<file path="config.mk">
export PLATFORM = sky130hd
export DESIGN_NAME = activation_path
export DESIGN_NICKNAME = d
export VERILOG_FILES = /design/src/hdl/nn_pkg.sv /design/src/hdl/activation_path.sv
export SDC_FILE = /design/constraint.sdc
export NUM_CORES = 1
export LEC_CHECK = 0
export ABC_AREA = 1
export BUFFER_PORTS_ARGS = -buffer_cell sky130_fd_sc_hd__buf_2
export CELL_PAD_IN_SITES_DETAIL_PLACEMENT = 1
export CELL_PAD_IN_SITES_GLOBAL_PLACEMENT = 1
export CORE_ASPECT_RATIO = 0.6
export CORE_MARGIN = 2
export CORE_UTILIZATION = 32
export DETAILED_ROUTE_END_ITERATION = 12
export GPL_ROUTABILITY_DRIVEN = 0
export GPL_TIMING_DRIVEN = 0
export PLACE_DENSITY = 0.74
export RECOVER_POWER = 25
export SLEW_MARGIN = 25
export SYNTH_ARGS = -nofsm -noshare
export SYNTH_HDL_FRONTEND = slang
export SYNTH_SLANG_ARGS = --single-unit
</file>
<file path="constraint.sdc">
create_clock -name clk -period 2.71 [get_ports clk]
set_input_delay 0.6775 -clock clk [delete_from_list [all_inputs] [get_ports clk]]
set_output_delay 0.6775 -clock clk [all_outputs]
set_load 0.02 [all_outputs]
</file>
<file path="src/hdl/nn_pkg.sv">
`default_nettype none

package nn_pkg;

    // network geometry
    localparam int NEURON_NUM       = 4;
    localparam int LAYER_ADDR_WIDTH = 2;
    localparam int LAYER_NUM        = 2 ** LAYER_ADDR_WIDTH;

    // signed cell widths
    localparam int Z_WIDTH      = 10;
    localparam int ACT_WIDTH    = 9;
    localparam int DELTA_WIDTH  = 10;
    localparam int WEIGHT_WIDTH = 16;

    localparam int LEARNING_RATE_SHIFT = 4;

    // hard sigmoid (z >>> 2) + 128 lands in 0..255
    localparam int SIGMOID_SHIFT  = 2;
    localparam int SIGMOID_OFFSET = 128;

    // signed ranges used for overflow and clamping
    localparam int ACT_MAX    = 2 ** (ACT_WIDTH - 1) - 1;
    localparam int ACT_MIN    = -(2 ** (ACT_WIDTH - 1));
    localparam int WEIGHT_MAX = 2 ** (WEIGHT_WIDTH - 1) - 1;
    localparam int WEIGHT_MIN = -(2 ** (WEIGHT_WIDTH - 1));

    typedef logic [LAYER_ADDR_WIDTH-1:0] layer_t;

    typedef logic signed [Z_WIDTH-1:0]      z_cell_t;
    typedef logic signed [ACT_WIDTH-1:0]    act_t;
    typedef logic signed [DELTA_WIDTH-1:0]  delta_t;
    typedef logic signed [WEIGHT_WIDTH-1:0] weight_t;

    typedef z_cell_t [NEURON_NUM-1:0] z_vec_t;
    typedef act_t    [NEURON_NUM-1:0] act_vec_t;
    typedef delta_t  [NEURON_NUM-1:0] delta_vec_t;
    // indexed by delta neuron i, then activation neuron j
    typedef weight_t [NEURON_NUM-1:0][NEURON_NUM-1:0] weight_mat_t;

endpackage

`default_nettype wire

</file>
<file path="src/hdl/activation_path.sv">
`timescale 1ns/1ps
`default_nettype none

module activation_path import nn_pkg::*; (
    input  wire logic   clk,
    input  wire logic   rst,
    input  wire layer_t layer,
    input  wire logic   layer_valid,
    output logic        layer_ready,
    input  wire z_vec_t z,
    input  wire logic   z_valid,
    output logic        z_ready,
    output act_vec_t    act,
    output logic        act_valid,
    input  wire logic   act_ready,
    output logic        overflow
);

    act_vec_t act_next;
    logic     ovf_next;
    logic     ovf_q;
    logic     join_fire;

    // layer and z move together once the output register is free
    assign join_fire   = layer_valid && z_valid && (!act_valid || act_ready);
    assign layer_ready = join_fire;
    assign z_ready     = join_fire;

    always_comb begin
        act_next = '0;
        ovf_next = 1'b0;
        for (int i = 0; i < NEURON_NUM; i++) begin
            if (layer == '0) begin
                // input layer sees z directly, so only truncate
                act_next[i] = act_t'(z[i]);
                if (z[i] > ACT_MAX || z[i] < ACT_MIN) begin
                    ovf_next = 1'b1;
                end
            end else begin
                act_next[i] = act_t'((z[i] >>> SIGMOID_SHIFT) + SIGMOID_OFFSET);
            end
        end
    end

    always_ff @(posedge clk) begin
        if (join_fire) begin
            act <= act_next;
        end
    end

    always_ff @(posedge clk) begin
        if (rst) begin
            act_valid <= 1'b0;
            ovf_q     <= 1'b0;
        end else if (join_fire) begin
            act_valid <= 1'b1;
            ovf_q     <= ovf_next;
        end else if (act_ready) begin
            act_valid <= 1'b0;
            ovf_q     <= 1'b0;
        end
    end

    // flag leaves with the vector that caused it
    assign overflow = act_valid && act_ready && ovf_q;

    // the z producer keeps its vector until the join takes it
    z_hold: assert property (@(posedge clk) disable iff (rst)
        z_valid && !z_ready |=> z_valid && $stable(z));

endmodule

`default_nettype wire

</file>
======== Yosys cells after proc, flatten, opt, wreduce, memory -nomap -nowiden ========
Cells that the tools add are included.
operators by class
  $lt $le $gt $ge ......................... 8
  muxes and demuxes ....................... 15
  $add $sub $neg .......................... 4
  reduce and logical (&&, ||, !) cells .... 12
operator list
  operator             count
  $gt 10x9->1 const B  4
  $lt 10x9->1 const B  4
  $add 8x9->9 const B  4
  $mux 9               4
  $mux 1               11
  $logic_or 1x1->1     5
  $logic_and 1x1->1    4
  $logic_not 2->1      1
  $reduce_bool 2->1    1
  $logic_not 1->1      1
storage, ports and cells
  register bits after elaboration ......... 38
  bits of input ports ..................... 47
  logic and storage cells ................. 45

======== Longest topological paths before layout ========
  word-level depth ........................ 11
  gate-level depth with buffers ........... 7
  mapped depth without buffers ............ 7

======== Worst setup path after synthesis ========
No wires, ideal clock.
  path kind ............................... input-to-output
  start point ............................. in act_ready
  end point ............................... out z_ready
  arrival ................................. 2074 ps
  cell stages on the path ................. 5
  required time ........................... 2033 ps
  path slack .............................. -41 ps
  cells stage by stage .................... inv_1 > nand2_1 > nand3_1 > inv_1 > buf_4
between the ends
  word-level cells in the longest chain between the ends .. 2
ends and longest elaborated chain
  element             line                   RTL
  start: declaration  activation_path.sv:15  input wire logic act_ready,
  $logic_or 1x1->1    activation_path.sv:25  assign join_fire = layer_valid && z_valid && (!act_valid || act_ready);
  $logic_and 1x1->1   activation_path.sv:25
  end: declaration    activation_path.sv:12  output logic z_ready,
No other way between the ends.

======== Worst setup path after layout ========
Ends and elaborated chain as after synthesis.

==> metrics.md <==
| Metric | Value |
|---|---|
| Status | finished clean |
| Fin. max-slew vios | 0 |
| CP endpoint kind | primary output |
| Most common cell after layout, fill and taps aside | buf_2 |
| Cell taking the most area after synthesis | edfxtp_1 |
| ANT cells | 0 |
| Global route total overflow | 0 |
| Clk_lat worst skew | 0.29 ns |
| Cell mode on critical path | buf_2 |
| IO Count | 87 |
| CTS buffer count | 5 |
| Min-Delay Path Class | reg2reg |
| Share of cells above drive strength 1 | 0.388 |
| Die area | 0.00586 sq mm |
| Antenna violations before repair | 0 |
| Slew @ Worst Pin | 0.867 ns |
| Post-synthesis cell count | 166 |
| Yosys top cell area share | 0.644 |
| Multi-input gate area | 420 sq um |
| Switching pwr | 330 uW |
| Cell Area, Synth | 0.00168 sq mm |
| Period Utilization, post-route | 0.906 |
| Commonest cells after routing, fill and taps aside | buf_2, nand2_1, edfxtp_1 |
| Crit path largest cell delay | 0.26 ns |
| Crit path launch type | input pin |
| Post-Layout Cell Count | 329 |
| Max Fclk | 407 MHz |
| CTS sink cnt | 38 |
| Fin util | 0.457 |
| Syn_nets | 213 |
| Root buffer cell | clkbuf_8 |
| Area growth syn-to-layout | 37.7% |
| Register Area | 0.00112 sq mm |
| PD cells | 587 mW/mm^2 |
| Postcts setup bufs | 2 |
| Internal | 1030 uW |
| # port buffers | 86 |
| # rows | 20 |
| Main flop type after synthesis | edfxtp_1 |
| H-tree depth | 2 |
| Cells resized by post-CTS repair | 0 |
| Clock transition at the registers of the reported paths | 0.07 ns |
| Area contributors post-synth | edfxtp_1, nand2_1, o21ai_0, inv_1, dfxtp_1 |
| Peak VDD IR | 0.229 mV |
| First-pass GRT wire length | 7.52 mm |
| Violation count after the first detailed-route iteration | 47 |
| Placed cells | 318 |
| CP Class | in2out |
| Worst-case clock skew | 0.00386 ns |
| Syn avg cell area | 10.1 sq um |
| Switching Share | 0.243 |
| Final min period | 2.46 ns |
| Final wirelength | 4.79 mm |
| Initial core utilization | 0.332 |
| Share of total power in the clock network | 0.349 |
| CTS Hold Bufs | 0 |
| Vias in the first global route | 1514 |
| Worst path arrival time | 1.78 ns |
| CTS tree | done |
| Max cap viols | 0 |
| Core area | 0.00505 sq mm |
| Final hold violation count | 0 |
| Number of synthesized flops with an enable pin | 36 |
| DR WL/cell | 14.6 um |
| DR pass1 iterations | 4 |
| Final ANT Viol Nets | 0 |
| Final setup violation count | 0 |
| CP required | 2.03 ns |
| Static leakage | 0.00109 uW |
| Slew HR | 0.419 |
| Synth unique cells | 16 |
| Nets | 309 |
| Setup_tns | 0 ns |
| Ys Warns | 0 |
| RSZ-0062 raised after global routing | no |
| Layout filler cell count | 604 |
| Critical Path Slowest Stage Cell | nand3_1 |
| CTS max path bufs | 2 |
| DP HPWL | 3.47 mm |
| Largest net degree at the start of global routing | 20 |
| GRT Total Usage | 0.176 |
| Die H | 60.1 um |
| #FFs+latches synth | 38 |
| Cell-by-cell trace of the critical path | buf_2, inv_1, nand2_1, nand3_1, clkinvlp_4, buf_4, buf_2 |
| Seq pwr share | 0.507 |
| Drc violations | 0 |
| DR vias/cell | 4.50 |
| Register area share after synthesis | 0.668 |
| Async SR Flop Fraction | 0 |
| Die Wd | 97.5 um |
| CP max FO | 5 |
| Logic gate share of total power | 0.144 |
| Via Count | 1482 |
-- sequential cells by signal, summed over array words and instances, names as in the netlist --
signal / flops
act_valid: 1
ovf_q: 1
act: 36
-- worst max-delay path: cells and delay by family --
| family | cells | cell delay (ns) |
|---|---|---|
| simple gates | 2 | 0.34 |
| buf+inv | 5 | 0.77 |
-- per-layer routing --
layer  GRT usage  vias to the layer above  wire [um]
li1            -                      728          -
met1       0.226                      687       2230
met2       0.265                       61       2040
met3      0.0912                        6        464
met4      0.0456                        0         50
met5           0                        -          0
-- final timing paths --
check,slack [ns],from,depth (start not counted),endpoint
worst max-delay path,0.25,act_ready,7,z_ready
worst min-delay path,0.51,ovf_q,2,ovf_q
worst max register to register,0.70,act_valid,3,act[4]
worst min register to register,0.51,ovf_q,2,ovf_q
-- power groups by stage --
stage | clock network, uW | logic [uW] | registers (uW)
6_report | 473 | 195 | 688
5_1_grt | 512 | 217 | 691
4_1_cts | 485 | 201 | 688
3_5_place_dp | 0 | 196 | 702
3_3_place_gp | 0 | 191 | 701
2_1_floorplan | 0 | 69.6 | 738
-- cell families (layout without fill, tap and decap cells) --
group	Yosys count	count (layout)	share of synthesized area
AND/OR/NAND/NOR	73	73	0.169
AO/OA/AOI/OAI	27	27	0.0828
flip-flops	38	38	0.668
buffers and inverters	28	125	0.0798
-- per-stage QoR --
stage / setup slack (ns) / total power [uW] / hold slack, ns / area (sq um)
floorplan: 0.0858 / 807 / 0.471 / 1680
CTS: 0.228 / 1370 / 0.515 / 2320
detailed placement: -0.397 / 897 / 0.503 / 2190
global route: 0.175 / 1420 / 0.526 / 2310
global placement: -0.373 / 892 / 0.494 / 2190
finish: 0.255 / 1360 / 0.510 / 2310
-- synthesized netlist by cell type, types with 2 or more instances --
library cell	n
nand3_1	2
dfxtp_1	2
o21ai_0	25
buf_2	2
inv_1	19
buf_6	3
clkbuf_1	2
nor2_1	9
nand2_1	60
edfxtp_1	36
-- layout make-up --
| cell class | instances | share of cell area |
|---|---|---|
| flip-flops and latches | 38 | 0.485 |
| multi-input cells | 100 | 0.182 |
| plain buffers | 8 | 0.0217 |
| clock inverters | 1 | 0.0130 |
| repair inverters | 1 | 0.00217 |
| clock buffers | 7 | 0.0330 |
| well taps | 66 | 0.0358 |
| repair buffers | 88 | 0.193 |
| inverters | 20 | 0.0341 |
(Power assumes the default switching activity.)
