==> config.mk <==
export PLATFORM = sky130hd
export DESIGN_NAME = weight_updater
export DESIGN_NICKNAME = d
export VERILOG_FILES = /design/src/hdl/nn_pkg.sv /design/src/hdl/weight_updater.sv
export SDC_FILE = /design/constraint.sdc
export NUM_CORES = 2
export LEC_CHECK = 0
export BUFFER_PORTS_ARGS = -buffer_cell sky130_fd_sc_hd__buf_2
export CORE_MARGIN = 3
export CORE_UTILIZATION = 56
export CTS_CLUSTER_SIZE = 10
export DETAILED_ROUTE_END_ITERATION = 8
export MAX_ROUTING_LAYER = met4
export PLACE_DENSITY_LB_ADDON = 0.05
export REMOVE_ABC_BUFFERS = 1
export SYNTH_ARGS = -nofsm -noshare
export SYNTH_HDL_FRONTEND = slang
export SYNTH_SLANG_ARGS = --single-unit
==> constraint.sdc <==
create_clock -name clk -period 19.3 [get_ports clk]
set_input_delay 2.895 -clock clk [delete_from_list [all_inputs] [get_ports clk]]
set_output_delay 2.895 -clock clk [all_outputs]
set_load 0.01 [all_outputs]
==> src/hdl/nn_pkg.sv <==
`default_nettype none

package nn_pkg;

    // network geometry
    localparam int NEURON_NUM       = 4;
    localparam int LAYER_ADDR_WIDTH = 2;
    localparam int LAYER_NUM        = 2 ** LAYER_ADDR_WIDTH;

    // signed cell widths
    localparam int Z_WIDTH      = 10;
    localparam int ACT_WIDTH    = 9;
    localparam int DELTA_WIDTH  = 10;
    localparam int WEIGHT_WIDTH = 16;

    localparam int LEARNING_RATE_SHIFT = 4;

    // hard sigmoid (z >>> 2) + 128 lands in 0..255
    localparam int SIGMOID_SHIFT  = 2;
    localparam int SIGMOID_OFFSET = 128;

    // signed ranges used for overflow and clamping
    localparam int ACT_MAX    = 2 ** (ACT_WIDTH - 1) - 1;
    localparam int ACT_MIN    = -(2 ** (ACT_WIDTH - 1));
    localparam int WEIGHT_MAX = 2 ** (WEIGHT_WIDTH - 1) - 1;
    localparam int WEIGHT_MIN = -(2 ** (WEIGHT_WIDTH - 1));

    typedef logic [LAYER_ADDR_WIDTH-1:0] layer_t;

    typedef logic signed [Z_WIDTH-1:0]      z_cell_t;
    typedef logic signed [ACT_WIDTH-1:0]    act_t;
    typedef logic signed [DELTA_WIDTH-1:0]  delta_t;
    typedef logic signed [WEIGHT_WIDTH-1:0] weight_t;

    typedef z_cell_t [NEURON_NUM-1:0] z_vec_t;
    typedef act_t    [NEURON_NUM-1:0] act_vec_t;
    typedef delta_t  [NEURON_NUM-1:0] delta_vec_t;
    // indexed by delta neuron i, then activation neuron j
    typedef weight_t [NEURON_NUM-1:0][NEURON_NUM-1:0] weight_mat_t;

endpackage

`default_nettype wire

==> src/hdl/weight_updater.sv <==
`timescale 1ns/1ps
`default_nettype none

module weight_updater import nn_pkg::*; (
    input  wire logic        clk,
    input  wire logic        rst,
    input  wire act_vec_t    act,
    input  wire logic        act_valid,
    output logic             act_ready,
    input  wire delta_vec_t  delta,
    input  wire logic        delta_valid,
    output logic             delta_ready,
    input  wire weight_mat_t w,
    input  wire logic        w_valid,
    output logic             w_ready,
    output weight_mat_t      result,
    output logic             result_valid,
    input  wire logic        result_ready,
    output logic             saturated
);

    weight_mat_t        result_next;
    logic               sat_next;
    logic               sat_q;
    logic               join_fire;
    logic signed [31:0] diff;

    // w - ((delta * a) >>> shift) in 32 bits so it never wraps
    function automatic logic signed [31:0] raw_update(weight_t w_old, delta_t d, act_t a);
        logic signed [31:0] prod;
        prod = d * a;
        return w_old - (prod >>> LEARNING_RATE_SHIFT);
    endfunction

    assign join_fire   = act_valid && delta_valid && w_valid && (!result_valid || result_ready);
    assign act_ready   = join_fire;
    assign delta_ready = join_fire;
    assign w_ready     = join_fire;

    always_comb begin
        result_next = '0;
        sat_next    = 1'b0;
        diff        = '0;
        for (int i = 0; i < NEURON_NUM; i++) begin
            for (int j = 0; j < NEURON_NUM; j++) begin
                diff = raw_update(w[i][j], delta[i], act[j]);
                if (diff > WEIGHT_MAX) begin
                    result_next[i][j] = weight_t'(WEIGHT_MAX);
                    sat_next          = 1'b1;
                end else if (diff < WEIGHT_MIN) begin
                    result_next[i][j] = weight_t'(WEIGHT_MIN);
                    sat_next          = 1'b1;
                end else begin
                    result_next[i][j] = weight_t'(diff);
                end
            end
        end
    end

    always_ff @(posedge clk) begin
        if (join_fire) begin
            result <= result_next;
        end
    end

    always_ff @(posedge clk) begin
        if (rst) begin
            result_valid <= 1'b0;
            sat_q        <= 1'b0;
        end else if (join_fire) begin
            result_valid <= 1'b1;
            sat_q        <= sat_next;
        end else if (result_ready) begin
            result_valid <= 1'b0;
            sat_q        <= 1'b0;
        end
    end

    assign saturated = result_valid && result_ready && sat_q;

    // the three operands of one update are consumed as a unit
    join_readies: assert property (@(posedge clk) disable iff (rst)
        act_ready == delta_ready && delta_ready == w_ready);

endmodule

`default_nettype wire

# --- Word-level counts from Yosys, hierarchy flattened ---
# Index checks and enable logic that the tools add are counted.
totals:
  regBits: 258
  input_bits: 338
  output_inout_bits: 261
  elab_cells: 141
classes:
  n_addsub: 16
  multipliers: 16
  magnitude_cmp: 32
  n_mux: 51
  reduce_logical: 8
op_table:
  columns: ["op", "count"]
  rows:
  - ["$mul A10 B9 Y19", 16]
  - ["$gt A17 B16 Y1 const B", 16]
  - ["$lt A17 B16 Y1 const B", 16]
  - ["$sub A16 B15 Y17", 16]
  - ["$mux W16", 16]
  - ["$mux W1", 35]
  - ["$logic_and A1 B1 Y1", 5]
  - ["$reduce_bool A2 Y1", 1]
  - ["$logic_not A1 Y1", 1]
  - ["$logic_or A1 B1 Y1", 1]

# --- Logic depth before layout (Yosys ltp) ---
logic_depth:
  ltp_word: 36
  mapped_depth: 38
  mapped_depth_nobuf: 36

# --- Worst setup path after synthesis ---
# Ideal clock, no wire load.
synth_timing:
  path_type: "input to output"
  from: "input w_valid"
  to: "output delta_ready"
  t_arrival_ns: 16.828
  t_required_ns: 16.405
  path_slack_ns: -0.423
  cell_stages: 3
  path_buffers: 1
  path_cell_list: "nand3_1 -> a21oi_1 -> buf_4"
synth_between:
  elab_chain_len: 2
synth_rtl:
  columns: ["item", "line", "text"]
  rows:
  - ["start: declaration", "weight_updater.sv:14", "input wire logic w_valid,"]
  - ["$logic_and A1 B1 Y1 (2 in a row)", "weight_updater.sv:35", "assign join_fire = act_valid && delta_valid && w_valid && (!result_valid || result_ready);"]
  - ["end: declaration", "weight_updater.sv:12", "output logic delta_ready,"]
# Every way passes these cells.

# --- Worst setup path after layout ---
layout_timing:
  from: "input delta[32] in the netlist's numbering"
  to: "register sat_q"
layout_between:
  elab_chain_len: 12
  elab_cells_between_ends: 25
  classes_between: "add/sub: 4; mul: 4; order compare: 8; mux: 9"
layout_rtl:
  columns: ["item", "line", "text"]
  rows:
  - ["start: declaration", "weight_updater.sv:10", "input wire delta_vec_t delta,"]
  - ["$mul A10 B9 Y19", "weight_updater.sv:31", "prod = d * a;"]
  - ["$sub A16 B15 Y17", "weight_updater.sv:32", "return w_old - (prod >>> LEARNING_RATE_SHIFT);"]
  - ["$lt A17 B16 Y1", "weight_updater.sv:50", "end else if (diff < WEIGHT_MIN) begin"]
  - ["$mux W1", "weight_updater.sv:50", null]
  - ["$mux W1", "weight_updater.sv:47", "if (diff > WEIGHT_MAX) begin"]
  - ["$mux W1", "weight_updater.sv:50", null]
  - ["$mux W1", "weight_updater.sv:47", null]
  - ["$mux W1", "weight_updater.sv:50", null]
  - ["$mux W1", "weight_updater.sv:47", null]
  - ["$mux W1", "weight_updater.sv:50", null]
  - ["$mux W1 *", "weight_updater.sv:47", null]
  - ["$mux W1 *", "weight_updater.sv:70", "end else if (join_fire) begin"]
  - ["end signal: assignment", "weight_updater.sv:72", "sat_q <= sat_next;"]
  - ["end: declaration", "weight_updater.sv:24", "logic sat_q;"]
# Every way passes the cells marked *; elsewhere a longest branch is shown, timed or not.
# A chain may end at the register's enable or synchronous reset.

==> metrics.md <==
| Metric | Value |
|---|---|
| Pins Over Slew Limit | `0` |
| Die height | `364 µm` |
| Die Area | `approximately 130000 µm²` |
| CP max stage cell | `nand2_1` |
| Bufs and invs on worst path | `3` |
| Count leader, synth | `inv_1` |
| Post-CTS sizing | `0` |
| Initial Util | `0.569` |
| Max H-tree Level | `2` |
| Fin crit period | `11.38 ns` |
| Count of cell types in the netlist | `89` |
| TritonCTS Sinks | `258` |
| Num CTS Buffers | `35` |
| YS warnings | `0` |
| Clock Tree Buf Depth | `3` |
| Slew @ Worst Pin | `around 1.2 ns` |
| Clk Latency, worst-skew pair | `~0.60 ns` |
| IO Port Bufs | `between 500 and 600` |
| Synth top cells by count | `inv_1, fa_1, nand2_1` |
| Number of synthesized flops with an enable pin | `256` |
| Gr ovfl total | `0` |
| Post-CTS Setup Repair Bufs | `0` |
| Leading area contributor after synthesis | `fa_1` |
| RD Place Congestion | `0.893` |
| CP peak stage delay | `0.85 ns` |
| Sum Neg Setup Slack | `0 ns` |
| Area growth, synth to finish | `7.58%` |
| Status | `completed` |
| WP data required | `a little under 20 ns` |
| DRC | `0` |
| Final WL | `188000 µm` |
| Mean Syn Cell Area | `9.06 µm²` |
| Startpoint Class | `primary input` |
| First-pass GRT wire length | `approximately 310000 µm` |
| Post-layout util | `0.612` |
| Share of layout cells above drive strength 1 | `0.0928` |
| Synthesized instance count | `7944` |
| FP Rows | `130` |
| Crit. End Element | `flip-flop` |
| DRT iter0 DRCs | `roughly 3200` |
| Synth top area share | `0.347` |
| Hold Path Class | `flip-flop to flip-flop` |
| CP Data Arrival Time | `11.84 ns` |
| Die width | `364 µm` |
| Max Clk Rate | `87.9 MHz` |
| CTS tree | `yes` |
| Critical path class | `primary input to flip-flop` |
| WL/cell | `18.9 µm` |
| Via count | `54900` |
| Fill count | `11200` |
| Seq/Total Area, Yosys | `0.107` |
| RSZ-0062 raised after global routing | `no` |
| Top FF cell, synth | `edfxtp_1` |
| Antenna Violating Nets Remaining | `0` |
| Asr flop ratio synth | `0` |
| Crit-path max FO | `36` |
| Core Region | `127000 µm²` |
| Fin Clk Skew | `0.0146 ns` |
| Clock Pin Slew Worst Setup and Hold Paths | `roughly 0.070 ns` |
| Nets | `10700` |
| Most area-consuming cells after synthesis | `fa_1, ha_1, edfxtp_1` |
| Placed cells | `9924` |
| Post-synthesis instance area | `72000 µm²` |
| Period utilization | `0.590` |
| Total global-route track usage | `0.300` |
| Detailed-placement wirelength estimate | `between 100000 and 150000 µm` |
| CP top delay family | `adder cells` |
| Largest net degree at the start of global routing | `69` |
| #FFs+latches synth | `roughly 260` |
| Final Setup Violations | `0` |
| Fin cells | `9995` |
| Vias in the first global route | `57600` |
| Hold Violations, Final | `0` |
| Max_slew headroom | `0.219` |
| Clock Tree Root | `clkbuf_16` |
| Vias per cell | `5.50` |
| Initial antenna violation count | `17` |
| CTS Hold Bufs | `0` |
| MaxCap Viol Count | `0` |
| Router iterations before antenna repair | `6` |
| I/O pin count | `599` |
-- kinds of logic (layout without fill, tap and decap cells) --
| group | Yosys count | count (layout) | share of synthesized area |
|---|---|---|---|
| compound gates | 1074 | 1074 | 0.0902 |
| xor+xnor | 476 | 476 | 0.0579 |
| fa+ha+maj | 2098 | 2098 | 0.495 |
| buf+inv | 1861 | 2243 | 0.0972 |
| flops | 258 | 258 | 0.107 |
| mux | 17 | 17 | 0.00259 |
| other cells | 0 | 19 | 0 |
| simple gates | 2160 | 2160 | 0.150 |
-- final timing paths --
check,from,end,slack [ns],depth (start not counted)
worst max-delay path,delta[32],sat_q,7.92,30
worst min-delay path,result_valid,result_valid,0.52,2
worst max register to register,result_valid,result[99],16.08,4
worst min register to register,result_valid,result_valid,0.52,2
-- cell type report --
cell class	count	area, µm²	area share
flip-flops and latches	258	7730	0.0998
clock buffers	41	941	0.0122
well taps	1650	2060	0.0267
diodes	19	47.5	0.000614
inverters	1531	5750	0.0742
clock inverters	11	131	0.00170
multi-input cells	5825	57300	0.740
repair buffers	660	3480	0.0449
-- routing by layer --
layer / track usage / routed length, µm / up-vias
met3: 0.0420 / 12000 / 164
met1: 0.398 / 82300 / 27600
met4: 0.0749 / 5030 / 0
li1: - / - / 25700
met2: 0.491 / 89100 / 1488
met5: - / 0 / -
-- flip-flops by register name, summed over array words and instances (netlist names) --
signal and cells:
sat_q 1, result 256, result_valid 1
-- worst reg2reg max path, stage by stage (launching register included) --
cell and delay (ns):
dfxtp_1 0.35, a21oi_4 0.46, buf_4 0.41, buf_4 0.64, buf_4 0.89
-- layout by cell type (no fill, tap or decap), drive strengths merged, types with 35 or more instances in the layout --
master     n
nand3     61
nor2     172
buf      660
fa      1248
a21o     103
xor2     147
nor3      81
o21a      35
a21oi    320
o21bai    44
nor2b     43
or3       47
inv     1531
xnor2    329
edfxtp   256
ha       846
and2     507
o21ai    380
clkbuf    41
nand2    890
nand2b   222
-- stage by stage --
step                      instance area, µm²  setup WS, ns  hold WS (ns)
final                                  77400          7.92         0.523
after detailed placement               76300          7.25         0.513
after CTS                              77400          7.90         0.522
after global placement                 76300          7.43         0.497
after global routing                   77400          7.17         0.571
after floorplan                        70700         0.620         0.490
Power is not shown: default switching activity piles up to over one toggle a cycle in this logic, so the estimate is an artifact.
