File: src/hdl/nn_pkg.sv
`default_nettype none

package nn_pkg;

    // network geometry
    localparam int NEURON_NUM       = 4;
    localparam int LAYER_ADDR_WIDTH = 2;
    localparam int LAYER_NUM        = 2 ** LAYER_ADDR_WIDTH;

    // signed cell widths
    localparam int Z_WIDTH      = 10;
    localparam int ACT_WIDTH    = 9;
    localparam int DELTA_WIDTH  = 10;
    localparam int WEIGHT_WIDTH = 16;

    localparam int LEARNING_RATE_SHIFT = 4;

    // hard sigmoid (z >>> 2) + 128 lands in 0..255
    localparam int SIGMOID_SHIFT  = 2;
    localparam int SIGMOID_OFFSET = 128;

    // signed ranges used for overflow and clamping
    localparam int ACT_MAX    = 2 ** (ACT_WIDTH - 1) - 1;
    localparam int ACT_MIN    = -(2 ** (ACT_WIDTH - 1));
    localparam int WEIGHT_MAX = 2 ** (WEIGHT_WIDTH - 1) - 1;
    localparam int WEIGHT_MIN = -(2 ** (WEIGHT_WIDTH - 1));

    typedef logic [LAYER_ADDR_WIDTH-1:0] layer_t;

    typedef logic signed [Z_WIDTH-1:0]      z_cell_t;
    typedef logic signed [ACT_WIDTH-1:0]    act_t;
    typedef logic signed [DELTA_WIDTH-1:0]  delta_t;
    typedef logic signed [WEIGHT_WIDTH-1:0] weight_t;

    typedef z_cell_t [NEURON_NUM-1:0] z_vec_t;
    typedef act_t    [NEURON_NUM-1:0] act_vec_t;
    typedef delta_t  [NEURON_NUM-1:0] delta_vec_t;
    // indexed by delta neuron i, then activation neuron j
    typedef weight_t [NEURON_NUM-1:0][NEURON_NUM-1:0] weight_mat_t;

endpackage

`default_nettype wire

File: src/hdl/weight_memory.sv
`timescale 1ns/1ps
`default_nettype none

module weight_memory import nn_pkg::*; (
    input  wire logic        clk,
    input  wire logic        rst,
    // backward read
    input  wire layer_t      bw_rd_addr,
    input  wire logic        bw_rd_addr_valid,
    output logic             bw_rd_addr_ready,
    output weight_mat_t      bw_rd_data,
    output logic             bw_rd_data_valid,
    input  wire logic        bw_rd_data_ready,
    // backward write
    input  wire layer_t      bw_wr_addr,
    input  wire logic        bw_wr_addr_valid,
    output logic             bw_wr_addr_ready,
    input  wire weight_mat_t bw_wr_data,
    input  wire logic        bw_wr_data_valid,
    output logic             bw_wr_data_ready,
    // forward read
    input  wire layer_t      fw_rd_addr,
    input  wire logic        fw_rd_addr_valid,
    output logic             fw_rd_addr_ready,
    output weight_mat_t      fw_rd_data,
    output logic             fw_rd_data_valid,
    input  wire logic        fw_rd_data_ready
);

    weight_mat_t mem [LAYER_NUM];
    logic        outstanding;
    logic        bw_rd_fire;
    logic        bw_wr_fire;
    logic        fw_rd_fire;

    ////////////////////////////////////////////////////////////
    // handshakes
    ////////////////////////////////////////////////////////////

    // no second read until the previous update is written back
    assign bw_rd_addr_ready = !outstanding && (!bw_rd_data_valid || bw_rd_data_ready);
    assign bw_rd_fire       = bw_rd_addr_valid && bw_rd_addr_ready;

    // address and data are written together
    assign bw_wr_fire       = bw_wr_addr_valid && bw_wr_data_valid;
    assign bw_wr_addr_ready = bw_wr_fire;
    assign bw_wr_data_ready = bw_wr_fire;

    assign fw_rd_addr_ready = !fw_rd_data_valid || fw_rd_data_ready;
    assign fw_rd_fire       = fw_rd_addr_valid && fw_rd_addr_ready;

    ////////////////////////////////////////////////////////////
    // storage
    ////////////////////////////////////////////////////////////

    // weights restart from zero on every reset
    always_ff @(posedge clk) begin
        if (rst) begin
            for (int l = 0; l < LAYER_NUM; l++) begin
                mem[l] <= '0;
            end
        end else if (bw_wr_fire) begin
            mem[bw_wr_addr] <= bw_wr_data;
        end
    end

    always_ff @(posedge clk) begin
        if (bw_rd_fire) begin
            bw_rd_data <= mem[bw_rd_addr];
        end
        if (fw_rd_fire) begin
            fw_rd_data <= mem[fw_rd_addr];
        end
    end

    always_ff @(posedge clk) begin
        if (rst) begin
            bw_rd_data_valid <= 1'b0;
            fw_rd_data_valid <= 1'b0;
            outstanding      <= 1'b0;
        end else begin
            if (bw_rd_fire) begin
                bw_rd_data_valid <= 1'b1;
            end else if (bw_rd_data_ready) begin
                bw_rd_data_valid <= 1'b0;
            end
            if (fw_rd_fire) begin
                fw_rd_data_valid <= 1'b1;
            end else if (fw_rd_data_ready) begin
                fw_rd_data_valid <= 1'b0;
            end
            if (bw_rd_fire) begin
                outstanding <= 1'b1;
            end else if (bw_wr_fire) begin
                outstanding <= 1'b0;
            end
        end
    end

    // every write-back pairs with an earlier backward read
    write_after_read: assert property (@(posedge clk) disable iff (rst)
        bw_wr_fire |-> outstanding);

endmodule

`default_nettype wire

File: config.mk
export PLATFORM = sky130hd
export DESIGN_NAME = weight_memory
export DESIGN_NICKNAME = d
export VERILOG_FILES = /design/src/hdl/nn_pkg.sv /design/src/hdl/weight_memory.sv
export SDC_FILE = /design/constraint.sdc
export NUM_CORES = 2
export LEC_CHECK = 0
export ABC_CLOCK_PERIOD_IN_PS = 37300
export BUFFER_PORTS_ARGS = -buffer_cell sky130_fd_sc_hd__buf_2
export CAP_MARGIN = 30
export CORE_MARGIN = 3
export CORE_UTILIZATION = 40
export DETAILED_ROUTE_END_ITERATION = 6
export PLACE_DENSITY = 0.59
export SLEW_MARGIN = 20
export SYNTH_ARGS = -nofsm -noshare
export SYNTH_HDL_FRONTEND = slang
export SYNTH_SLANG_ARGS = --single-unit
File: constraint.sdc
create_clock -name clk -period 37.3 [get_ports clk]
set_input_delay 7.46 -clock clk [delete_from_list [all_inputs] [get_ports clk]]
set_output_delay 7.46 -clock clk [all_outputs]
set_load 0.1 [all_outputs]
Word-level counts from Yosys, hierarchy flattened
Memories as Yosys holds them, arrays and structs flattened. A register that Yosys moved wholly into a read port is not among the register bits.
Cells that the tools add are included.
{"block": "totals", "mem_bits_rw": 1024, "regBits": 3, "in_bits": 270, "memories": 1}
{"block": "op_classes", "n_reduce_logical": 13, "mux": 14}
{"name": "mem", "depth": 4, "width": 256, "read_ports": 2, "rd_clocked_by_memory_dff": 2, "write_ports": 4, "line_no": "weight_memory.sv:30", "source": "weight_mat_t mem [LAYER_NUM];"}
{"op": "$mux W256", "count": 1}
{"op": "$reduce_or A256 Y1", "count": 1}
{"op": "$mux W1", "count": 12}
{"op": "$reduce_bool A2 Y1", "count": 3}
{"op": "$logic_and A1 B1 Y1", "count": 4}
{"op": "$logic_not A1 Y1", "count": 3}
{"op": "$logic_or A1 B1 Y1", "count": 2}
{"op": "$mux W2", "count": 1}

Logic depth before layout (Yosys ltp)
{"block": "logic_depth", "word_depth": 6, "mapped_depth": 5}

Worst setup path after synthesis
No wires, ideal clock.
{"block": "synth_path", "kind": "input-to-reg", "from": "in bw_wr_addr[0]", "to": "mem mem[2][0] (netlist bit), enable pin", "arrival_time_ps": 19334, "slack_ps": 17040, "path_stages": 2, "path_buffers": 0, "setup_time_ps": 926, "cell_sequence": "nand2b_1 o21bai_1"}
{"item": "start: declaration", "line_no": "weight_memory.sv:15", "source": "input wire layer_t bw_wr_addr,"}
{"item": "end: declaration", "line_no": "weight_memory.sv:30"}

Worst setup path after layout
{"block": "layout_path", "from": "in bw_wr_addr_valid", "to": "out bw_wr_addr_ready"}
{"block": "layout_between", "elab_chain_len": 1}
{"item": "start: declaration", "line_no": "weight_memory.sv:16", "source": "input wire logic bw_wr_addr_valid,"}
{"item": "$logic_and A1 B1 Y1", "line_no": "weight_memory.sv:45", "source": "assign bw_wr_fire = bw_wr_addr_valid && bw_wr_data_valid;"}
{"item": "end: declaration", "line_no": "weight_memory.sv:17", "source": "output logic bw_wr_addr_ready,"}
No other way between the ends.

==> metrics.txt <==
share of total power in combinational logic 0.157; Die Outline Area 168000 um^2; dominant synthesized flop cell edfxtp_1; global-route wire length before repair 255 mm; final hold violation count 0; top fanout value on the critical path 3; multiplexer area fraction after synthesis 0.176; RD Place Congestion 0.780; maximum number of pins on one net before global-route repair 152; setup repair after global routing missed its margin false; startpoint type of the worst setup path input pin; number of filler instances in the final layout 13759; Leak Pwr 27.3 nW; number of buffers inserted during clock tree synthesis 169; PD cells 57.2 nW/um^2; Cell Count, Final, Fillers Out 6432; Syn Std Cell Area 65400 um^2; Synth Area in Compound Gates 0.000478; warning count from the yosys run 0; outcome finished, final reports clean; clock share of power 0.364; number of top-level design ports 788; cell area after layout 77000 um^2; final-report setup violation count 0; post-synthesis cell count 3328; number of enable flip-flop cells after synthesis 1536; wirelength, routed 177 mm; layout cells sized above 1 0.375; Crit path buffers/inverters 3; post-route total power 4.40 mW; number of buffers added for setup after CTS 0; CTS Root Cell clkbuf_16; count of unresolved DRC violations after routing 0; Syn-to-layout area delta 17.7%; DP Worst Slack 21.55 ns; number of gates resized after CTS 0; synthesis-stage register bit count 1539; dominant combinational cell family by area after synthesis multiplexers; via count of the routed design 33710; Global Route Usage Sum 0.209; final net count 4392; WL/cell 27.6 um; peak supply drop 0.0410 mV; dpl hpwl 106 mm; part of the cycle the worst path needs 0.422; mean number of vias per cell 5.24; slowest stage cell, crit path buf_2; portion of total power attributed to sequential cells 0.479; overall die width 410 um; number of maximum-capacitance violations 0; Post-Syn Nets 3598; Fin Setup TNS 0 ns; worst-case setup margin in the final layout 21.55 ns; count of buffers from port buffering 787; adder-cell area share of the yosys netlist 0; clock latency of the later-clocked register in the worst-skew pair 0.78 ns; DR pass1 iterations 7; initial antenna violation count 61; via count of the first global-routing pass 35210; headroom to the max-slew limit 0.253; number of buffers on the longest clock path 3; Hold/Removal Path Class flop to flop; part of the Yosys area used for sequential elements 0.706; type of destination of the critical path primary output; maximum achievable frequency 0.0635 GHz; Site Rows 147; critical path's largest stage delay 0.44 ns; Clk pin slew, worst setup/hold paths 0.06 ns; average size of a mapped cell 19.6 um^2; Fin Clk Skew 0.0636 ns; count of final max-slew check failures 0; Post-DP Area 71600 um^2; GR Overflow Total 0; dominant delay contributor by cell family on the critical path buffers and inverters; total placed cells including tap cells 6109; most frequent standard cell in the layout excluding fill and tap cells edfxtp_1; number of H-tree branching levels 4; most used cells in the layout excluding fill and tap cells edfxtp_1 (1536), and2_1 (1021), buf_2 (783); Die Span Y 410 um; sw frac 0.290; critical path arrival 8.29 ns; kind of critical path input pin to primary output; required time of the critical path 29.84 ns; Least-Margin Pin Slew 1.12 ns; Internal 3.12 mW; final critical path time including I/O delays and setup 15.75 ns; xor/xnor share of the synthesized area 0; number of clock sinks seen by CTS 1539; switching power total 1.28 mW; effective utilization at floorplan 0.405; count of hold buffers inserted by post-cts repair 0; crit-path cells buf_2, nand2_1, inv_1, buf_2; share of synthesized cell area in and, or, nand and nor gates 0.0998; share of flip-flops with an asynchronous set or reset 0; Detailed Route Iter0 Violations 2499; post-synth cell types 24; most common cell type on the critical path buf_2; Core Area 161000 um^2; clock tree from TritonCTS yes; number of nets still failing antenna checks after routing 0
## metrics by stage
stage,hold slack (ns),util
final,0.577,0.477
after global routing,0.584,0.476
after CTS,0.577,0.476
after detailed placement,0.569,0.443
after global placement,0.576,0.443
after floorplan,0.439,-
## power groups by stage
stage / registers [mW] / clock network, mW / logic (mW)
4_1_cts: 2.11 / 1.64 / 0.699
2_1_floorplan: 2.51 / 0 / 0.179
3_3_place_gp: 2.14 / 0 / 0.696
6_report: 2.11 / 1.60 / 0.690
5_1_grt: 2.12 / 1.71 / 0.715
3_5_place_dp: 2.15 / 0 / 0.699
## worst reg2reg max path, stage by stage (launching register included)
cell and delay (ns):
dfxtp_1 0.31, nand2b_1 0.16, and2_4 0.48, buf_4 0.78
buf_4 0.88, buf_4 0.79
## cells in the mapped netlist, drive strengths merged, types with 3 or more instances
library cell,number,area share
and2,1022,0.098
a21oi,3,0.00023
mux4,512,0.18
dfxtp,3,0.00092
inv,4,0.00023
buf,122,0.0093
edfxtp,1536,0.71
nand2,3,0.00017
clkbuf,105,0.0074
nand2b,5,0.00048
## state kept, by name, indices dropped and copies added, names as in the netlist
register	cells
outstanding	1
bw_rd_data_valid	1
bw_rd_data	256
fw_rd_data	256
mem	1024
fw_rd_data_valid	1
## path summary, 6_finish.rpt
| kind | start | endpoint | slack, ns | cells past startpoint |
|---|---|---|---|---|
| hold reg to reg | outstanding | outstanding | 0.58 | 2 |
| setup / recovery | bw_wr_addr_valid | bw_wr_addr_ready | 21.55 | 4 |
| hold / removal | outstanding | outstanding | 0.58 | 2 |
| setup reg to reg | fw_rd_data_valid | fw_rd_data[100] | 33.46 | 5 |
## routing by layer
| metal | share of wire | wire length [um] | track usage |
|---|---|---|---|
| met5 | 0.00093 | 164 | 0 |
| met4 | 0.038 | 6750 | 0.0809 |
| met3 | 0.071 | 12600 | 0.0538 |
| met2 | 0.50 | 89000 | 0.349 |
| met1 | 0.39 | 68700 | 0.263 |
## layout make-up
cell class	instances	area, um^2	share of cell area
well taps	2160	2700	0.0351
multi-input cells	1558	18100	0.236
inverters	4	22.5	0.000293
repair buffers	850	4560	0.0593
clock inverters	83	802	0.0104
flip-flops and latches	1539	46200	0.600
clock buffers	213	4480	0.0582
diodes	25	62.6	0.000813
## cell families (layout without fill, tap and decap cells)
logic type / Yosys count / count (layout)
buf+inv: 231 / 1150
mux: 512 / 512
other cells: 0 / 25
simple gates: 1041 / 1041
flops: 1539 / 1539
compound gates: 5 / 5
(Power assumes the default switching activity.)
