===== config.mk =====
export PLATFORM = sky130hd
export DESIGN_NAME = stream_fork
export DESIGN_NICKNAME = d
export VERILOG_FILES = /design/src/hdl/stream_fork.sv
export SDC_FILE = /design/constraint.sdc
export NUM_CORES = 1
export LEC_CHECK = 0
export ABC_AREA = 1
export BUFFER_PORTS_ARGS = -buffer_cell sky130_fd_sc_hd__buf_2
export CELL_PAD_IN_SITES_DETAIL_PLACEMENT = 1
export CELL_PAD_IN_SITES_GLOBAL_PLACEMENT = 2
export CORE_ASPECT_RATIO = 1.4
export CORE_MARGIN = 5
export CORE_UTILIZATION = 36
export DETAILED_ROUTE_END_ITERATION = 7
export HOLD_SLACK_MARGIN = 0.05
export MAX_ROUTING_LAYER = met4
export PLACE_DENSITY_LB_ADDON = 0.05
export REMOVE_ABC_BUFFERS = 1
export SKIP_LAST_GASP = 1
export SYNTH_ARGS = -nofsm -noshare
export SYNTH_HDL_FRONTEND = slang
export SYNTH_SLANG_ARGS = --single-unit

===== constraint.sdc =====
create_clock -name clk -period 1.7 [get_ports clk]
set_input_delay 0.34 -clock clk [delete_from_list [all_inputs] [get_ports clk]]
set_output_delay 0.34 -clock clk [all_outputs]
set_load 0.01 [all_outputs]

===== src/hdl/stream_fork.sv =====
`timescale 1ns/1ps
`default_nettype none

module stream_fork #(
    parameter type payload_t = logic [7:0],
    parameter int  N_OUT     = 2
) (
    input  wire logic             clk,
    input  wire logic             rst,
    input  wire payload_t         in_data,
    input  wire logic             in_valid,
    output logic                  in_ready,
    output payload_t              out_data [N_OUT],
    output logic [N_OUT-1:0]      out_valid,
    input  wire logic [N_OUT-1:0] out_ready
);

    logic [N_OUT-1:0] has_room;
    logic             in_fire;

    // accept only when every consumer can take a copy
    assign in_ready = &has_room;
    assign in_fire  = in_valid && in_ready;

    for (genvar k = 0; k < N_OUT; k++) begin : g_out
        payload_t   slot [2];
        logic [1:0] count;
        logic       wr_ptr;
        logic       rd_ptr;
        logic       pop;

        assign has_room[k]  = (count != 2'd2);
        assign out_valid[k] = (count != 2'd0);
        assign out_data[k]  = slot[rd_ptr];
        assign pop          = out_valid[k] && out_ready[k];

        always_ff @(posedge clk) begin
            if (in_fire) begin
                slot[wr_ptr] <= in_data;
            end
        end

        always_ff @(posedge clk) begin
            if (rst) begin
                count  <= 2'd0;
                wr_ptr <= 1'b0;
                rd_ptr <= 1'b0;
            end else begin
                if (in_fire) begin
                    wr_ptr <= ~wr_ptr;
                end
                if (pop) begin
                    rd_ptr <= ~rd_ptr;
                end
                case ({in_fire, pop})
                    2'b10:   count <= count + 2'd1;
                    2'b01:   count <= count - 2'd1;
                    default: count <= count;
                endcase
            end
        end

        // two entries at most whatever the consumer does
        buffer_bound: assert property (@(posedge clk) disable iff (rst)
            in_fire && !pop |=> count != 2'd0 && count <= 2'd2);
    end

endmodule

`default_nettype wire


# After elaboration in Yosys (flattened, before gate mapping)
# Memory sizes are Yosys's and may differ from the RTL's. A register that Yosys moved wholly into a read port is not among the register bits.
# Index checks and enable logic that the tools add are counted.
# classes
n_eq_ne	6
n_mux	8
bitwise	4
n_reduce_logical	8
n_addsub	4
# ops
op	count
$pmux 2 s2	2
$reduce_bool 2->1	4
$mux 1	6
$add 2x1->2 const B	2
$eq 2x1->1 const B	2
$eq 2x2->1 const B	2
$ne 2x2->1 const B	2
$not 1->1	4
$sub 2x1->2 const B	2
$logic_and 1x1->1	3
$reduce_and 2->1	1
# totals
output_inout_bits	19
input_bits	13
ramBits	32
mem_count	2
ff_bits	8
word_cells	38
# mem_list
name	depth	word_bits	read_ports	rd_clocked_by_memory_dff	wr	line	rtl
g_out[0].slot	2	8	1	1	1	26	payload_t slot [2];
g_out[1].slot	2	8	1	1	1	26	

# Longest topological paths before layout
# Gate-level depths: netlist of the first run.
# logic_depth
depth_word	5
ltp_mapped	8
mapped_depth_nobuf	8

# Worst setup path before layout of the first run
# OpenSTA, ideal clock, no wires.
# synth_timing
path_type	reg-to-reg
startpoint	register g_out[0].count[0]
endpoint	memory g_out[0].slot[0][0] (netlist name), enable pin
required_time_ps	1330
stages_incl_launch_ff	5
period_less_slack_ps	1348
path_buffers	0
slack_ps	352
setup_time_ps	370
arrival_ps	978
cell_sequence	dfxtp_1 > inv_1 > nand2_4 > nand3_4 > nor2_1
# synth_between
elab_chain_len	5
# synth_rtl
element	line	rtl
start: declaration	27	logic [1:0] count;
start signal: assignment	56	2'b10: count <= count + 2'd1;
start signal: assignment	57	2'b01: count <= count - 2'd1;
start signal: assignment	58	default: count <= count;
$ne 2x2->1	32	assign has_room[k] = (count != 2'd2);
$reduce_and 2->1	22	assign in_ready = &has_room;
$logic_and 1x1->1	23	assign in_fire = in_valid && in_ready;
$mux 1	38	if (in_fire) begin
$mux 1 (not written as such)	39	slot[wr_ptr] <= in_data;
end: declaration	26	
# No other way between the ends.

==> results_dict.tcl, run 1 <==
set metrics [dict create \
    status "finished, final reports clean" \
    vdd_ir_drop_max_v 0.0005582 \
    fin_util_pct 44.63 \
    drive_above_1_share_pct 42.04 \
    crit_fanout 5 \
    synth_top_area_share_pct 58.45 \
    yosysWarnings 0 \
    critPathMaxStageDelay_ns 0.34 \
    cts_root_buf "clkbuf_8" \
    slew_headroom_pct 74.70 \
    initial_utilization_pct 36.54 \
    finalSetupViolCount 0 \
    area_growth_pct 22.15 \
    grt_max_degree 14 \
    critPathRequiredTime_ns 1.36 \
    viasPerCell 4.521 \
    fin_worst_skew_ns 0.005832 \
    seqCellArea_um2 1162 \
    antenna_left 0 \
    fp.dieH_um 89.96 \
    htree_levels 2 \
    route.detailed.drc 0 \
    multiInputGateArea_um2 435.4 \
    fin_crit_ns 1.603 \
    ys.flop_type "edfxtp_1" \
    synth_area_um2 1644 \
    rows 29 \
    p_leak_nw 0.8127 \
    end_kind "primary output" \
    tns_ns 0 \
    cts_hold_buf 0 \
    numCtsBuffers 5 \
    synthTopCellsByArea "edfxtp_1 (58%), dfxtp_1 (12%), mux2_2 (11%)" \
    port-buffer-count 31 \
    grt_antenna_before_repair 0 \
    io_pins 32 \
    critPathSlowestCell "dfxtp_1" \
    hp-class "input port to flop" \
    crit_chain "buf_4, mux2_2, buf_2" \
    grt.overflow.total 0 \
    tightest_slew_ns 0.3791 \
    grt_pass1_wl_um 5230 \
    fmax_mhz 623.8 \
    dr.first_iter.drc_count 15 \
    dp_hpwl_um 2334 \
    yosysTopAreaCell "edfxtp_1" \
    path_class "flop to primary output" \
    vias 990 \
    nets 171 \
    diodes 0 \
    powerDensity_nw_per_um2 1682 \
    synthArstFlopShare_pct 0 \
    fin_crit_sh_pct 94.30 \
    cts.sinks 42 \
    synthCells 116 \
    postCtsSetupBuffers 0 \
    grt_pass1_vias 1082 \
    clk-insertion-delay-late_ns 0.28 \
    die_w_um 67.12 \
    syn_area_per_cell_um2 14.17 \
    rsz0062_at_grt "no" \
    synth.most_common_cell "edfxtp_1" \
    grtUsageTotal_pct 11.86 \
    crit_arrival_ns 1.26 \
    synth_cell_type_count 19 \
    ys_top_cells_by_count "edfxtp_1 (32), mux2_2 (16), nor2_1 (12)" \
    synth-seq-area-share_pct 70.62 \
    cap_violations 0 \
    core_area_um2 4499 \
    ys_ff_latch 42 \
    firstDrtPassIters 3 \
    total_power_w 0.003377 \
    start_kind "flop" \
    hold_viol 0 \
    die-area_um2 6038 \
    nFillCells 519 \
    routed_wl_um 3118 \
    gp_congestion 0.6490 \
    tritoncts "done" \
    cts_max_path_buffers 2 \
    wl_per_cell_um 14.24 \
    clk_pin_slew_ns 0.08 \
    drv_slew 0 \
    synth_edf_count 32 \
]
placed cells by master (no fill, tap or decap):
cell	Yosys	final
dfxtp_2	0	1
nand2_1	11	11
inv_1	9	9
bufinv_16	0	1
nand3_1	2	2
clkbuf_1	0	1
a21oi_1	6	6
mux2_2	16	16
o21ai_0	2	2
edfxtp_1	32	32
nand2_4	2	2
o21a_2	1	1
nand3_4	1	1
or2_1	2	2
ha_1	2	2
nand4_1	2	2
buf_4	0	4
nor2_1	12	12
buf_2	2	31
inv_2	1	1
dfxtp_1	10	9
o21a_1	1	1
clkinvlp_4	0	1
clkbuf_8	0	5
or2_2	2	2
path summary, 6_finish.rpt:
path         depth (start not counted)  slack, ns                        endpoint                           start
max                                  3        0.1                     out_data[1]                            flop
min                                  1       0.26   g_out[0].slot[0][0]$_DFFE_PP_                      in_data[0]
max reg2reg                          8       0.21  g_out[1].count[1]$_SDFFE_PP0P_  g_out[1].count[0]$_SDFFE_PP0P_
min reg2reg                          2       0.52                            flop    g_out[1].rd_ptr$_SDFFE_PP0P_
metal layers:
metal | routed length [um] | share of wire, % | GRT usage (%) | up-vias
li1 | - | - | - | 487
met1 | 1258 | 40 | 13.22 | 474
met2 | 1672 | 54 | 19.93 | 23
met3 | 126 | 4.0 | 2.868 | 6
met4 | 60 | 1.9 | 4.569 | 0
met5 | 0 | 0 | - | -
cells by family (layout without fill, tap and decap cells):
group	after synthesis	in the layout	share of synthesized area (%)
flip-flops	42	42	70.62
adder cells (fa/ha/maj)	2	2	1.522
AO/OA/AOI/OAI	10	10	3.425
multiplexers	16	16	10.96
buffers and inverters	12	53	2.892
AND/OR/NAND/NOR	34	34	10.58
cell type report:
type | count | share of cell area [%]
flip-flops and latches | 42 | 57.88
multi-input cells | 62 | 21.68
repair buffers | 35 | 9.221
well taps | 62 | 3.863
clock buffers | 6 | 3.614
clock inverters | 2 | 1.869
inverters | 10 | 1.869
through the flow:
stage | setup WS, ns | std cells | instance area (um2) | hold WS [ns]
2_1_floorplan | 0.3516 | 114 | 1634 | 0.4389
3_3_place_gp | 0.2564 | 211 | 1897 | 0.4817
3_5_place_dp | 0.2160 | 211 | 1897 | 0.5002
4_1_cts | 0.06704 | 219 | 2008 | 0.2542
5_1_grt | 0.03119 | 219 | 2008 | 0.2519
6_report | 0.09691 | 219 | 2008 | 0.2646
report_power, final:
group	internal (W)	switching (W)
Clock	0.000438	0.000326
Combinational	0.000494	0.000592
Sequential	0.00139	0.000140
Total	0.00232	0.00106
critical path: cells and delay by family, from the launching register on:
family	cells	cell delay (ns)
buf+inv	2	0.30
flops	1	0.34
mux	1	0.34
sequential cells by signal, indices dropped and copies added (netlist names), named ones only:
name          cells
g_out.slot       32
g_out.count       4
g_out.rd_ptr      2
g_out.wr_ptr      2
repair_timing:
action	4_1_cts	5_1_grt
setup endpoints to repair	8	0
endpoints found under the hold margin	0	0
resized for setup	1	0
No activity file was read; power rests on OpenSTA's default activity.
==> inputs of run 2 (changes only) <==
- CAP_MARGIN: not set -> 5
- CELL_PAD_IN_SITES_DETAIL_PLACEMENT: 1 -> not set
- CELL_PAD_IN_SITES_GLOBAL_PLACEMENT: 2 -> not set
- CORE_MARGIN: 5 -> 3
- CORE_UTILIZATION: 36 -> 53
==> results_dict.tcl, run 2 (synthesized netlist as in run 1, its figures left out) <==
set metrics [dict create \
    status "finished, final reports clean" \
    regMostFlops "g_out.slot" \
    antenna_left 0 \
    htree_levels 2 \
    hold_viol 0 \
    grt_antenna_before_repair 0 \
    path_class "flop to primary output" \
    area_growth_pct 17.96 \
    io_pins 32 \
    top_regs "g_out.slot (32), g_out.count (4)" \
    firstDrtPassIters 4 \
    grt_pass1_vias 935 \
    grt.overflow.total 0 \
    drv_slew 0 \
    fin_ws_ns 0.1102 \
    place_ws_ns 0.1992 \
    fp.dieH_um 71.90 \
    cts.sinks 42 \
    numCtsBuffers 5 \
    die_w_um 53.07 \
    routed_wl_um 2737 \
    fin_worst_skew_ns 0.006025 \
    vdd_ir_drop_max_v 0.001034 \
    start_kind "flop" \
    cts_max_path_buffers 2 \
    wl_per_cell_um 14.26 \
    mostFrequentLayoutCells "edfxtp_1 (32), buf_2 (31), mux2_2 (16)" \
    rsz0062_at_grt "no" \
    clk-insertion-delay-late_ns 0.29 \
    tritoncts "done" \
    cap_violations 0 \
    diodes 0 \
    dp_hpwl_um 1976 \
    rows 23 \
    viasPerCell 4.964 \
    final_common_cell "edfxtp_1" \
    clk_pin_slew_ns 0.08 \
    nFillCells 236 \
    gp_congestion 0.6710 \
    route.detailed.drc 0 \
    largest_reg_flops 32 \
    powerDensity_nw_per_um2 1643 \
    core_area_um2 2907 \
    tightest_slew_ns 0.3698 \
    drive_above_1_share_pct 41.94 \
    grt_max_degree 14 \
    tns_ns 0 \
    critPathMaxStageDelay_ns 0.45 \
    total_power_w 0.003186 \
    port-buffer-count 31 \
    fin_util_pct 66.72 \
    fin_crit_sh_pct 93.52 \
    end_kind "primary output" \
    nets 169 \
    crit_arrival_ns 1.25 \
    grt_pass1_wl_um 4188 \
    grtUsageTotal_pct 16.82 \
    critPathSlowestCell "dfxtp_2" \
    initial_utilization_pct 56.56 \
    crit_chain "mux2_2, buf_2" \
    p_leak_nw 0.7963 \
    slew_headroom_pct 75.32 \
    fmax_mhz 629.0 \
    vias 953 \
    hp-class "input port to flop" \
    finalSetupViolCount 0 \
    dr.first_iter.drc_count 19 \
    fin_crit_ns 1.590 \
    critPathRequiredTime_ns 1.36 \
    cts_root_buf "clkbuf_8" \
    die-area_um2 3816 \
    crit_fanout 8 \
    postCtsSetupBuffers 0 \
]
==> run 2: stage by stage <==
step                instances  hold WS, ns  area, um2
global placement          184       0.4820       1851
floorplan                 114       0.4389       1634
detailed placement        184       0.4892       1851
global route              192       0.2554       1939
CTS                       192       0.2496       1939
finish                    192       0.2631       1939
==> run 2: worst paths after layout <==
path	startpoint	endpoint	slack (ns)	cells past startpoint
worst max register to register	g_out[0].count[0]$_SDFFE_PP0P_	g_out[1].count[1]$_SDFFE_PP0P_	0.19	8
worst min-delay path	in_data[4]	g_out[1].slot[1][4]$_DFFE_PP_	0.26	1
worst min register to register	g_out[1].rd_ptr$_SDFFE_PP0P_	g_out[1].rd_ptr$_SDFFE_PP0P_	0.51	2
worst max-delay path	flop	out_data[4]	0.11	2
==> run 2: layout make-up <==
cell class	count	area (um2)	share of cell area, %
Tap cell	37	46.29	2.387
Timing Repair Buffer	33	170.2	8.774
Clock buffer	6	72.57	3.742
Clock inverter	2	13.76	0.7097
Sequential cell	42	1164	60.00
Multi-Input combinational cell	62	435.4	22.45
Inverter	10	37.54	1.935
==> run 2: power breakdown <==
group	switching [W]	internal, W	leakage, nW
registers	0.000158	0.00139	0.382
logic	0.000555	0.000475	0.370
clock network	0.000320	0.000289	0.0452
total	0.00103	0.00215	0.796
==> run 2: metal layers <==
| metal | vias to the layer above | global-route usage [%] | share of wire [%] | wire (um) |
|---|---|---|---|---|
| met5 | - | - | 0 | 0 |
| met4 | 0 | 9.659 | 2.6 | 71 |
| met3 | 6 | 5.749 | 4.7 | 129 |
| met2 | 22 | 27.90 | 53 | 1443 |
| met1 | 442 | 16.67 | 40 | 1093 |
| li1 | 483 | - | - | - |
==> run 2: what timing repair did <==
item / in CTS / in global routing
hold buffers: 0 / 0
endpoints found under the setup margin: 16 / 0
resized for setup: 2 / 0
endpoints found under the hold margin: 0 / 0
==> run 2: critical path, delay by kind of cell (launching register included) <==
family	cells	cell delay, ns
muxes	1	0.36
buffers and inverters	1	0.14
DFF	1	0.45
